### src/source/ex_settings.svh
// Widths are fixed for the 16-bit ISA; the ALU and PC logic assume a 16-bit word and 8-bit bytes
`ifndef EX_SETTINGS_SVH
`define EX_SETTINGS_SVH

////////////////////
// Datapath sizes
////////////////////

`define EX_WORD_WIDTH        16 // Data and PC width
`define EX_REG_ADDR_WIDTH    4  // Register number width

////////////////////
// Control constants
////////////////////

`define EX_SP_REG            15 // Stack pointer register number
`define EX_CALL_TARGET_WIDTH 12 // Absolute call field width

`endif

### src/source/isa_pkg.sv
// ISA types for the execute stage; encodings follow the 3-bit opcode fields of the decoder
`include "ex_settings.svh"

package isa_pkg;

    ////////////////////
    // Basic words
    ////////////////////

    typedef logic [`EX_WORD_WIDTH-1:0]     word_t;     // Data or PC word
    typedef logic [`EX_REG_ADDR_WIDTH-1:0] reg_addr_t; // Register number

    ////////////////////
    // ALU operations
    ////////////////////

    typedef enum logic [2:0] {
        alu_add = 3'b000, // Wrapping add
        alu_sub = 3'b001, // Wrapping subtract
        alu_and = 3'b010, // Bitwise and
        alu_nor = 3'b011, // Bitwise nor
        alu_sll = 3'b100, // Logical left shift
        alu_srl = 3'b101, // Logical right shift
        alu_sra = 3'b110, // Arithmetic right shift
        alu_lhb = 3'b111  // Load high byte
    } alu_op_e;

    ////////////////////
    // Branch conditions
    ////////////////////

    typedef enum logic [2:0] {
        cond_ne     = 3'b000, // Not equal
        cond_eq     = 3'b001, // Equal
        cond_gt     = 3'b010, // Greater than
        cond_lt     = 3'b011, // Less than
        cond_gte    = 3'b100, // Greater or equal
        cond_lte    = 3'b101, // Less or equal
        cond_ovfl   = 3'b110, // Overflow
        cond_always = 3'b111  // Unconditional
    } branch_cond_e;

    typedef struct packed {
        logic z; // Zero
        logic v; // Signed overflow
        logic n; // Negative
    } flags_t;

endpackage

### src/source/pipe_pkg.sv
// Stage bundles between decode, execute and memory; operands arrive already forwarded
`include "ex_settings.svh"

package pipe_pkg;

    import isa_pkg::*;

    ////////////////////
    // Execute input
    ////////////////////

    typedef struct packed {
        logic         reg_write;   // Write back to regfile
        logic         mem_to_reg;  // Load
        logic         reg_to_mem;  // Store
        logic         ret_future;  // Return pending in writeback
        logic         alu_src;     // Second operand from sign_ext
        logic         branch;      // Conditional branch
        logic         call;        // Call
        logic         ret;         // Return
        alu_op_e      alu_op;
        logic [3:0]   shift;       // Shift amount
        logic [7:0]   load_half_imm;
        branch_cond_e branch_cond;
        logic [`EX_CALL_TARGET_WIDTH-1:0] call_target; // Absolute call field
        word_t        pc;          // Already incremented
        word_t        rd_data_1;
        word_t        rd_data_2;
        word_t        sign_ext;    // Sign extended immediate
        word_t        ret_addr;    // Return address from the stack
        reg_addr_t    reg_rd;      // Destination register
    } ex_in_t;

    ////////////////////
    // Memory stage
    ////////////////////

    typedef struct packed {
        logic      reg_write;
        logic      mem_to_reg;
        logic      reg_to_mem;
        logic      ret_future;
        logic      call;       // Tells memory stage to move SP
        reg_addr_t reg_rd;     // SP for call and ret_future
        word_t     alu_result;
        word_t     sw_data;    // Return PC on a call
    } ex_mem_t;

    typedef struct packed {
        word_t target; // New fetch PC
    } pc_redirect_t;

endpackage

### src/source/alu.sv
// Purely combinational; lhb and the overflow logic assume a 16-bit word
`timescale 1ns/1ps

module alu (
    input  isa_pkg::word_t   op_a,          // From rd_data_1
    input  isa_pkg::word_t   op_b,          // Register or immediate
    input  logic [3:0]       shift,         // Shift amount
    input  logic [7:0]       load_half_imm, // High byte for lhb
    input  isa_pkg::alu_op_e op,
    output isa_pkg::word_t   result,
    output isa_pkg::flags_t  flags
);

    import isa_pkg::*;

    word_t sum;  // op_a + op_b
    word_t diff; // op_a - op_b
    logic  add_ovfl;
    logic  sub_ovfl;

    ////////////////////
    // Arithmetic
    ////////////////////

    assign sum  = op_a + op_b;  // Wraps
    assign diff = op_a - op_b;  // Wraps

    // Same-sign operands giving a result of the other sign
    assign add_ovfl = (op_a[15] == op_b[15]) && (sum[15] != op_a[15]);
    // Opposite-sign operands, result sign differs from op_a
    assign sub_ovfl = (op_a[15] != op_b[15]) && (diff[15] != op_a[15]);

    ////////////////////
    // Result select
    ////////////////////

    always_comb begin
        unique case (op)
            alu_add: result = sum;
            alu_sub: result = diff;
            alu_and: result = op_a & op_b;
            alu_nor: result = ~(op_a | op_b);
            alu_sll: result = op_a << shift;
            alu_srl: result = op_a >> shift;
            alu_sra: result = word_t'($signed(op_a) >>> shift); // Sign fill
            alu_lhb: result = {load_half_imm, op_a[7:0]};       // Keep low byte
            default: result = '0;
        endcase
    end

    ////////////////////
    // Flags
    ////////////////////

    always_comb begin
        flags.z = (result == '0); // Zero result
        flags.n = result[15];     // Sign bit
        unique case (op)
            alu_add: flags.v = add_ovfl;
            alu_sub: flags.v = sub_ovfl;
            default: flags.v = 1'b0; // Only add and sub overflow
        endcase
    end

endmodule

### src/source/flag_unit.sv
// Flags update one cycle after the write; the condition is tested against the stored value
`timescale 1ns/1ps

module flag_unit (
    input  logic                  clk,
    input  logic                  reset,     // Sync, clears flags
    input  logic                  write,     // Load new_flags
    input  isa_pkg::flags_t       new_flags, // From the ALU
    input  isa_pkg::branch_cond_e cond,
    output logic                  cond_met   // Condition holds on stored flags
);

    import isa_pkg::*;

    flags_t flags_q; // Stored flags

    ////////////////////
    // Flag register
    ////////////////////

    always_ff @(posedge clk) begin
        if (reset) begin
            flags_q <= '0;
        end else if (write) begin
            flags_q <= new_flags;
        end
    end

    ////////////////////
    // Condition check
    ////////////////////

    always_comb begin
        unique case (cond)
            cond_ne:     cond_met = ~flags_q.z;
            cond_eq:     cond_met = flags_q.z;
            cond_gt:     cond_met = ~flags_q.z & ~flags_q.n; // Strictly positive
            cond_lt:     cond_met = flags_q.n;
            cond_gte:    cond_met = flags_q.z | ~flags_q.n;
            cond_lte:    cond_met = flags_q.n | flags_q.z;
            cond_ovfl:   cond_met = flags_q.v;
            cond_always: cond_met = 1'b1;
            default:     cond_met = 1'b0;
        endcase
    end

endmodule

### src/source/pc_update.sv
// Combinational; call, ret and branch are expected one-hot, call wins if several are set
`timescale 1ns/1ps
`include "ex_settings.svh"

module pc_update (
    input  isa_pkg::word_t                   pc,          // Already incremented
    input  isa_pkg::word_t                   sign_ext,    // Branch offset
    input  logic [`EX_CALL_TARGET_WIDTH-1:0] call_target, // Absolute call field
    input  isa_pkg::word_t                   ret_addr,    // From the stack
    input  logic                             branch,
    input  logic                             call,
    input  logic                             ret,
    input  logic                             cond_met,    // From flag_unit
    output logic                             taken,
    output isa_pkg::word_t                   target
);

    import isa_pkg::*;

    word_t call_pc;   // Page of pc joined with call field
    word_t branch_pc; // Relative branch target

    ////////////////////
    // Candidate targets
    ////////////////////

    assign call_pc   = {pc[`EX_WORD_WIDTH-1:`EX_CALL_TARGET_WIDTH], call_target};
    assign branch_pc = pc + sign_ext; // Wraps

    ////////////////////
    // Outcome
    ////////////////////

    always_comb begin
        taken  = 1'b0;
        target = pc; // Fall through when not taken
        if (call) begin
            taken  = 1'b1;
            target = call_pc;
        end else if (ret) begin
            taken  = 1'b1;
            target = ret_addr;
        end else if (branch && cond_met) begin
            taken  = 1'b1;
            target = branch_pc;
        end
    end

endmodule

### src/source/pipe_reg.sv
// Single entry; ready passes downstream ready through combinationally, so chains add ready depth
`timescale 1ns/1ps

module pipe_reg #(
    parameter type payload_t = logic // Carried bundle
) (
    input  logic     clk,
    input  logic     reset,     // Sync, clears valid only
    input  payload_t in_data,
    input  logic     in_valid,
    output logic     in_ready,  // Empty or draining
    output payload_t out_data,
    output logic     out_valid,
    input  logic     out_ready
);

    ////////////////////
    // Handshake
    ////////////////////

    assign in_ready = ~out_valid | out_ready; // Room this cycle

    always_ff @(posedge clk) begin
        if (reset) begin
            out_valid <= 1'b0;
        end else if (in_valid && in_ready) begin
            out_valid <= 1'b1; // New item replaces drained one
        end else if (out_ready) begin
            out_valid <= 1'b0; // Drained, nothing new
        end
    end

    // Payload held until the next accepted item
    always_ff @(posedge clk) begin
        if (in_valid && in_ready) begin
            out_data <= in_data;
        end
    end

endmodule

### src/source/ex_unit.sv
// No forwarding here; operands and ret_addr arrive resolved, and both outputs must be ready to accept
`timescale 1ns/1ps
`include "ex_settings.svh"

module ex_unit (
    input  logic                  clk,
    input  logic                  reset,          // Sync, active high
    input  pipe_pkg::ex_in_t      in,             // Decoded instruction
    input  logic                  in_valid,
    output logic                  in_ready,       // Both outputs have room
    output pipe_pkg::ex_mem_t     mem_out,        // To memory stage
    output logic                  mem_valid,
    input  logic                  mem_ready,
    output pipe_pkg::pc_redirect_t redirect,      // To fetch
    output logic                  redirect_valid,
    input  logic                  redirect_ready
);

    import isa_pkg::*;
    import pipe_pkg::*;

    word_t        op_b;              // Second ALU operand
    word_t        alu_result;
    flags_t       alu_flags;         // Flags from this instruction
    logic         cond_met;          // Condition on stored flags
    logic         taken;             // Redirect needed
    word_t        target;
    logic         mem_in_ready;
    logic         redirect_in_ready;
    logic         accept;            // Input transfer this cycle
    ex_mem_t      mem_next;
    pc_redirect_t redirect_next;

    ////////////////////
    // Handshake join
    ////////////////////

    assign in_ready = mem_in_ready & redirect_in_ready;
    assign accept   = in_valid & in_ready;

    ////////////////////
    // Operand and bundle
    ////////////////////

    assign op_b = in.alu_src ? in.sign_ext : in.rd_data_2; // Immediate or register

    always_comb begin
        mem_next.reg_write  = in.reg_write;
        mem_next.mem_to_reg = in.mem_to_reg;
        mem_next.reg_to_mem = in.reg_to_mem;
        mem_next.ret_future = in.ret_future;
        mem_next.call       = in.call;
        mem_next.alu_result = alu_result;
        mem_next.sw_data    = in.call ? in.pc : in.rd_data_2; // Return PC pushed on a call
        if (in.call || in.ret_future) begin
            mem_next.reg_rd = reg_addr_t'(`EX_SP_REG); // SP is the destination
        end else begin
            mem_next.reg_rd = in.reg_rd;
        end
    end

    assign redirect_next.target = target;

    ////////////////////
    // Datapath
    ////////////////////

    alu u_alu (
        .op_a          (in.rd_data_1),
        .op_b          (op_b),
        .shift         (in.shift),
        .load_half_imm (in.load_half_imm),
        .op            (in.alu_op),
        .result        (alu_result),
        .flags         (alu_flags)
    );

    flag_unit u_flag_unit (
        .clk       (clk),
        .reset     (reset),
        .write     (accept && (in.alu_op != alu_lhb)), // lhb keeps flags
        .new_flags (alu_flags),
        .cond      (in.branch_cond),
        .cond_met  (cond_met)
    );

    pc_update u_pc_update (
        .pc          (in.pc),
        .sign_ext    (in.sign_ext),
        .call_target (in.call_target),
        .ret_addr    (in.ret_addr),
        .branch      (in.branch),
        .call        (in.call),
        .ret         (in.ret),
        .cond_met    (cond_met),
        .taken       (taken),
        .target      (target)
    );

    ////////////////////
    // Output registers
    ////////////////////

    pipe_reg #(.payload_t(ex_mem_t)) u_mem_reg (
        .clk       (clk),
        .reset     (reset),
        .in_data   (mem_next),
        .in_valid  (accept),         // Every instruction
        .in_ready  (mem_in_ready),
        .out_data  (mem_out),
        .out_valid (mem_valid),
        .out_ready (mem_ready)
    );

    pipe_reg #(.payload_t(pc_redirect_t)) u_redirect_reg (
        .clk       (clk),
        .reset     (reset),
        .in_data   (redirect_next),
        .in_valid  (accept & taken), // Taken control only
        .in_ready  (redirect_in_ready),
        .out_data  (redirect),
        .out_valid (redirect_valid),
        .out_ready (redirect_ready)
    );

endmodule

### config.mk
export PLATFORM = sky130hd
export DESIGN_NAME = ex_unit
export DESIGN_NICKNAME = d
export VERILOG_FILES = /design/src/source/isa_pkg.sv /design/src/source/pipe_pkg.sv /design/src/source/alu.sv /design/src/source/flag_unit.sv /design/src/source/pc_update.sv /design/src/source/pipe_reg.sv /design/src/source/ex_unit.sv
export VERILOG_INCLUDE_DIRS = /design/src /design/src/source
export SDC_FILE = /design/constraint.sdc
export NUM_CORES = 1
export LEC_CHECK = 0
export BUFFER_PORTS_ARGS = -buffer_cell sky130_fd_sc_hd__buf_2
export CAP_MARGIN = 20
export CORE_MARGIN = 3
export CORE_UTILIZATION = 35
export DETAILED_ROUTE_END_ITERATION = 6
export GPL_ROUTABILITY_DRIVEN = 0
export SYNTH_ARGS = -nofsm -noshare
export SYNTH_HDL_FRONTEND = slang
export SYNTH_SLANG_ARGS = --single-unit
### constraint.sdc
create_clock -name clk -period 3.9 [get_ports clk]
set_clock_uncertainty 0.2 [all_clocks]
set_input_delay 0.39 -clock clk [delete_from_list [all_inputs] [get_ports clk]]
set_output_delay 0.39 -clock clk [all_outputs]
set_load 0.01 [all_outputs]
==> impl_metrics.env, run 1 <==
export IMPL_relSlewSlack_pct=49.0
export IMPL_maxCapViolCount=0
export IMPL_dieArea_mm2=0.0245
export IMPL_synth_edf_count=57
export IMPL_antenna_left=0
export IMPL_clkTransAtPathRegs_ps=60
export IMPL_tightest_slew_ps=760
export IMPL_cp_data_arrival_time_ps=3720
export IMPL_fin_nets=1300
export IMPL_intPower_mw=1.82
export IMPL_synthDistinctLibCells=79
export IMPL_max_vdd_ir_drop_mv=0.185
export IMPL_die_h_um=157
export IMPL_r2r_end="u_flag_unit.flags_q[2]"
export IMPL_crit_fanout=13
export IMPL_seqPwrFrac_pct=29.1
export IMPL_clock_root_buffer="clkbuf_16"
export IMPL_netlist_area_mm2=0.00794
export IMPL_rsz0062_at_grt="false"
export IMPL_area_growth_pct=23.7
export IMPL_core_area_mm2=0.0220
export IMPL_synth_main_ff_cell="edfxtp_1"
export IMPL_rows=54
export IMPL_dp_hpwl_um=21900
export IMPL_worstSetupEndpointType="flop"
export IMPL_wl_um=27900
export IMPL_syn_avg_cell_area_um2=8.72
export IMPL_die_w_um=157
export IMPL_final_cell_mix="186 x buf_2, 65 x nand2_1"
export IMPL_grt_start_max_net_pins=51
export IMPL_p_leak_nw=4.38
export IMPL_postCtsSetupBuffers=0
export IMPL_r2r_setup_slack_ps=1150
export IMPL_ys_seq_area_share_pct=22.8
export IMPL_slew_viol_final=0
export IMPL_fin_hold_ws_ps=31.8
export IMPL_io_buffers=186
export IMPL_avgViaCountPerCell=5.77
export IMPL_p_comb_share_pct=41.4
export IMPL_numCtsBuffers=9
export IMPL_start_util_pct=36.0
export IMPL_timing_final_crit_period_ps=3660
export IMPL_clockPowerShare_pct=29.5
export IMPL_hold_viol_final=0
export IMPL_clk_latency_ps=330
export IMPL_clockBufferDepth=2
export IMPL_synth_nets=1102
export IMPL_async_reset_ff_share_pct=0
export IMPL_drt_first_pass_iters=5
export IMPL_grt_ovfl_total=0
export IMPL_grt_pass1_wl_um=42700
export IMPL_reg2reg_depth=10
export IMPL_htree_levels=3
export IMPL_cp_required_ps=3960
export IMPL_power_density_mw_per_mm2=285
export IMPL_hold_buffers=0
export IMPL_cp_start_kind="input pin"
export IMPL_tritoncts="built"
export IMPL_drc=0
export IMPL_drive_gt1_share_pct=31.1
export IMPL_crit_type="input pin to flop"
export IMPL_ios=187
export IMPL_nFillCells=2191
export IMPL_synth_seq_cells=62
export IMPL_setup_viol=0
export IMPL_grt_pass1_vias=7654
export IMPL_p_sw_share_pct=35.1
export IMPL_outcome="finished, final reports clean"
export IMPL_synth_cells=910
export IMPL_antenna_found_initial=0
export IMPL_cts_sinks=62
export IMPL_routed_via_count=8040
export IMPL_timing_rr_start="u_redirect_reg.out_valid"
export IMPL_dr_first_iter_drc_count=806
export IMPL_cp_startpoint="in[117]"
export IMPL_final_common_cell="buf_2"
export IMPL_power_switching_uw=983
export IMPL_crit_end="u_flag_unit.flags_q[2]"
export IMPL_wire_per_inst_um=20.0
export IMPL_yosysWarnings=0
export IMPL_tns_ps=0
export IMPL_cts_resized=0
export IMPL_grt_usage_pct=21.8
export IMPL_fin_crit_sh_pct=93.7
export IMPL_max_freq_mhz=274
export IMPL_hold_class="input pin to flop"
export IMPL_n_antenna_cell=0
critical path, cell delays in order:
cell      delay, ps
buf_2           120
buf_4           140
buf_12          150
mux2i_1         320
inv_1            80
ha_1            250
nor3_1          230
o31ai_1         180
a311oi_1        650
nor2_1          130
o31a_1          300
or3_1           330
nor3_1          200
nand4_1         120
o21ai_1         140
registers in the layout, indices dropped and copies added, names as in the netlist:
register                  count
u_mem_reg.out_data           41
u_redirect_reg.out_data      16
u_flag_unit.flags_q           3
u_mem_reg.out_valid           1
u_redirect_reg.out_valid      1
power groups by stage:
stage | registers [mW] | logic [mW] | clock network (mW)
finish | 0.815 | 1.16 | 0.825
detailed placement | 0.829 | 1.14 | 0
global route | 0.820 | 1.27 | 0.861
CTS | 0.816 | 1.15 | 0.837
floorplan | 0.860 | 0.682 | 0
global placement | 0.829 | 1.13 | 0
layer usage:
layer / vias to the layer above / wire, µm / track usage, % / share of wire [%]
met3: 42 / 1780 / 2.79 / 6.4
met4: 0 / 546 / 4.92 / 2.0
li1: 3844 / - / - / -
met2: 344 / 13600 / 36.6 / 49
met1: 3810 / 12000 / 30.1 / 43
met5: - / 0 / 0 / 0
layout make-up:
class | instances | area (µm²) | share of cell area, %
multi-input cells | 719 | 5640 | 57.4
repair buffers | 252 | 1470 | 15.0
clock buffers | 10 | 239 | 2.43
flip-flops and latches | 62 | 1810 | 18.5
well taps | 280 | 350 | 3.57
inverters | 64 | 240 | 2.45
clock inverters | 6 | 67.6 | 0.688
synthesized netlist by cell type, types with 19 or more instances:
library cell  number  area (µm²)
nor3_1            24         120
mux2_2            26         293
nor2b_1           19         119
inv_1             63         236
mux2i_1           54         541
a211oi_1          20         150
a21oi_1           40         200
clkbuf_1          55         206
o21ai_0           63         315
nand2_1           65         244
nor2_1            61         229
edfxtp_1          57        1710
mux4_2            24         541
ha_1              62         776
nand3_1           19        95.1
cell families after synthesis:
| family | share of synthesized area (%) |
|---|---|
| simple gates | 17.9 |
| fa+ha+maj | 10.7 |
| flops | 22.8 |
| xor+xnor | 1.88 |
| mux | 19.0 |
| compound gates | 21.5 |
| buf+inv | 6.24 |
stage by stage:
stage / worst slack (ps) / cells / util, % / instance area (µm²) / power, mW
2_1_floorplan: 28.8 / 910 / - / 7940 / 1.54
3_3_place_gp: 119 / 1376 / 43.1 / 9500 / 1.96
3_5_place_dp: 4.00 / 1376 / 43.1 / 9500 / 1.97
4_1_cts: 348 / 1392 / 44.5 / 9800 / 2.80
5_1_grt: 104 / 1393 / 44.6 / 9820 / 2.95
6_report: 244 / 1393 / 44.6 / 9820 / 2.80
how the worst min path moves through the flow:
stage,startpoint,end,slack [ps],cells after the start
after floorplan,u_flag_unit.flags_q[1],u_flag_unit.flags_q[1],240,2
after global placement,u_flag_unit.flags_q[1],u_flag_unit.flags_q[1],280,2
after detailed placement,u_flag_unit.flags_q[1],u_flag_unit.flags_q[1],280,2
after CTS,in[120],u_mem_reg.out_data[39],20,1
after global routing,in[120],u_mem_reg.out_data[39],20,1
final,in[120],u_mem_reg.out_data[39],30,1
Power figures use the tool's default switching activity.
==> run 2: changes to the inputs <==
--- a/config.mk
+++ b/config.mk
@@ -14,4 +14,5 @@
 export GPL_ROUTABILITY_DRIVEN = 0
 export SYNTH_ARGS = -nofsm -noshare
 export SYNTH_HDL_FRONTEND = slang
+export SYNTH_HIERARCHICAL = 1
 export SYNTH_SLANG_ARGS = --single-unit
==> impl_metrics.env, run 2 <==
export IMPL_synth_area_top_cells="edfxtp_1 21%, ha_1 9.7%, mux2i_1 5.0%"
export IMPL_die_w_um=157
export IMPL_drt_first_pass_iters=5
export IMPL_cp_required_ps=3970
export IMPL_grt_usage_pct=22.3
export IMPL_tns_ps=0
export IMPL_crit_family="simple AND/OR/NAND/NOR gates"
export IMPL_numCtsBuffers=9
export IMPL_hold_buffers=0
export IMPL_max_stage_delay_ps=380
export IMPL_tritoncts="built"
export IMPL_power_density_mw_per_mm2=281
export IMPL_htree_levels=3
export IMPL_grt_start_max_net_pins=42
export IMPL_area_growth_pct=21.2
export IMPL_antenna_found_initial=2
export IMPL_cts_sinks=62
export IMPL_clk_latency_ps=340
export IMPL_grt_ovfl_total=0
export IMPL_max_vdd_ir_drop_mv=0.191
export IMPL_top_regs="u_mem_reg/out_data x41, u_redirect_reg/out_data x16, u_flag_unit/flags_q x3"
export IMPL_grt_pass1_wl_um=43400
export IMPL_dp_hpwl_um=22600
export IMPL_fin_hold_ws_ps=31.1
export IMPL_routed_via_count=8091
export IMPL_timing_final_crit_period_ps=3670
export IMPL_r2r_setup_slack_ps=1380
export IMPL_yosys_area_top_type_share_pct=21.4
export IMPL_cp_num_buf_inv=3
export IMPL_nFillCells=2219
export IMPL_rows=54
export IMPL_final_cell_area_mm2=0.00967
export IMPL_io_buffers=186
export IMPL_cp_data_arrival_time_ps=3750
export IMPL_largest_register_ffs=41
export IMPL_synth_most_common_cell="nor2_1"
export IMPL_synth_nets=1112
export IMPL_place_inst=1377
export IMPL_fin_crit_sh_pct=94.2
export IMPL_synth_edf_count=57
export IMPL_relSlewSlack_pct=43.7
export IMPL_drive_gt1_share_pct=30.5
export IMPL_start_util_pct=36.1
export IMPL_final_cells=1395
export IMPL_hold_class="input pin to flop"
export IMPL_rsz0062_at_grt="false"
export IMPL_final_cell_mix="186 x buf_2, 85 x nor2_1, 67 x nand2_1"
export IMPL_synth_main_ff_cell="edfxtp_1"
export IMPL_synth_seq_cells=62
export IMPL_critPathMostFrequentCell="mux2i_1"
export IMPL_core_area_mm2=0.0221
export IMPL_async_reset_ff_share_pct=0
export IMPL_clock_root_buffer="clkbuf_16"
export IMPL_ios=187
export IMPL_synthTopCellsByCount="85 x nor2_1, 67 x nand2_1, 62 x ha_1"
export IMPL_synth_cells=920
export IMPL_dr_first_iter_drc_count=708
export IMPL_grt_pass1_vias=7870
export IMPL_setup_viol=0
export IMPL_ys_seq_area_share_pct=22.7
export IMPL_hold_viol_final=0
export IMPL_tightest_slew_ps=832
export IMPL_yosysWarnings=6
export IMPL_crit_fanout=4
export IMPL_top_register="u_mem_reg/out_data"
export IMPL_crit_type="input pin to flop"
export IMPL_clockBufferDepth=2
export IMPL_drc=0
export IMPL_slew_viol_final=0
export IMPL_avgViaCountPerCell=5.80
export IMPL_syn_avg_cell_area_um2=8.68
export IMPL_dieArea_mm2=0.0247
export IMPL_final_common_cell="buf_2"
export IMPL_die_h_um=157
export IMPL_p_leak_nw=4.23
export IMPL_max_freq_mhz=272
export IMPL_cp_slowest_cell="mux2_2"
export IMPL_antenna_left=0
export IMPL_wire_per_inst_um=20.0
export IMPL_path_cells="buf_2 -> buf_4 -> mux2_2 -> inv_1 -> ha_1 -> a211oi_1 -> o21ai_0 -> a22oi_1 -> mux2i_1 -> o211ai_1 -> nor3_1 -> nor4bb_1 -> nand3b_1 -> nor4_2 -> mux2i_1 -> nor2_1"
export IMPL_cp_start_kind="input pin"
export IMPL_maxCapViolCount=0
export IMPL_dpl_instance_area_mm2=0.00939
export IMPL_synthDistinctLibCells=90
export IMPL_worstSetupEndpointType="flop"
export IMPL_synth_top_area_cell="edfxtp_1"
export IMPL_wl_um=28000
export IMPL_clkTransAtPathRegs_ps=50
export IMPL_outcome="finished, final reports clean"
export IMPL_netlist_area_mm2=0.00798
export IMPL_fin_nets=1300
==> run 2: repair_timing <==
item / in CTS / in global routing
resized for setup: 0 / 2
setup buffers: 0 / 0
setup endpoints to repair: 0 / 1
==> run 2: cell families (layout without fill, tap and decap cells) <==
family                   after synthesis  in the layout  synth area share (%)
AO/OA/AOI/OAI                        275            275                  23.3
AND/OR/NAND/NOR                      266            266                  16.7
multiplexers                         104            104                  17.6
other                                  0              2                     0
flip-flops                            62             62                  22.7
buffers and inverters                126            319                  6.80
XOR/XNOR                              21             21                  2.30
adder cells (fa/ha/maj)               66             66                  10.6
==> run 2: per-stage QoR <==
| step | setup WS, ps | power (mW) | util, % |
|---|---|---|---|
| 3_3_place_gp | 14.9 | 1.98 | 42.5 |
| 6_report | 226 | 2.72 | 43.8 |
| 5_1_grt | 12.3 | 2.87 | 43.8 |
| 3_5_place_dp | -20.5 | 1.99 | 42.5 |
| 4_1_cts | 304 | 2.72 | 43.7 |
| 2_1_floorplan | 298 | 1.57 | - |
==> run 2: worst paths after layout <==
kind              cells past startpoint                    endpoint                   start
hold reg to reg                       2      u_flag_unit/flags_q[1]  u_flag_unit/flags_q[1]
setup / recovery                     16      u_flag_unit/flags_q[2]                 in[117]
setup reg to reg                      9  u_redirect_reg/out_data[4]  u_flag_unit/flags_q[2]
hold / removal                        1      u_mem_reg/out_data[40]                 in[121]
==> run 2: routing by layer <==
| metal | GRT usage (%) | routed length [µm] | vias to the layer above |
|---|---|---|---|
| li1 | - | - | 3840 |
| met2 | 36.0 | 12900 | 364 |
| met5 | 0 | 0 | - |
| met1 | 30.3 | 12200 | 3827 |
| met4 | 7.89 | 949 | 0 |
| met3 | 3.60 | 1920 | 60 |
==> run 2: cell type report <==
type | count | area (µm²) | share of cell area, %
multi-input combinational | 732 | 5630 | 58.2
sequential | 62 | 1810 | 18.7
timing repair buffer | 242 | 1380 | 14.2
tap | 280 | 350 | 3.62
inverter | 61 | 229 | 2.37
clock buffer | 9 | 225 | 2.33
clock inverter | 7 | 41.3 | 0.427
antenna | 2 | 5.00 | 0.0517
==> run 2: power by group <==
group	leakage, nW	total, mW	internal (mW)	switching [mW]
clock network	0.126	0.721	0.423	0.298
registers	0.580	0.819	0.804	0.0155
logic	3.52	1.18	0.495	0.681
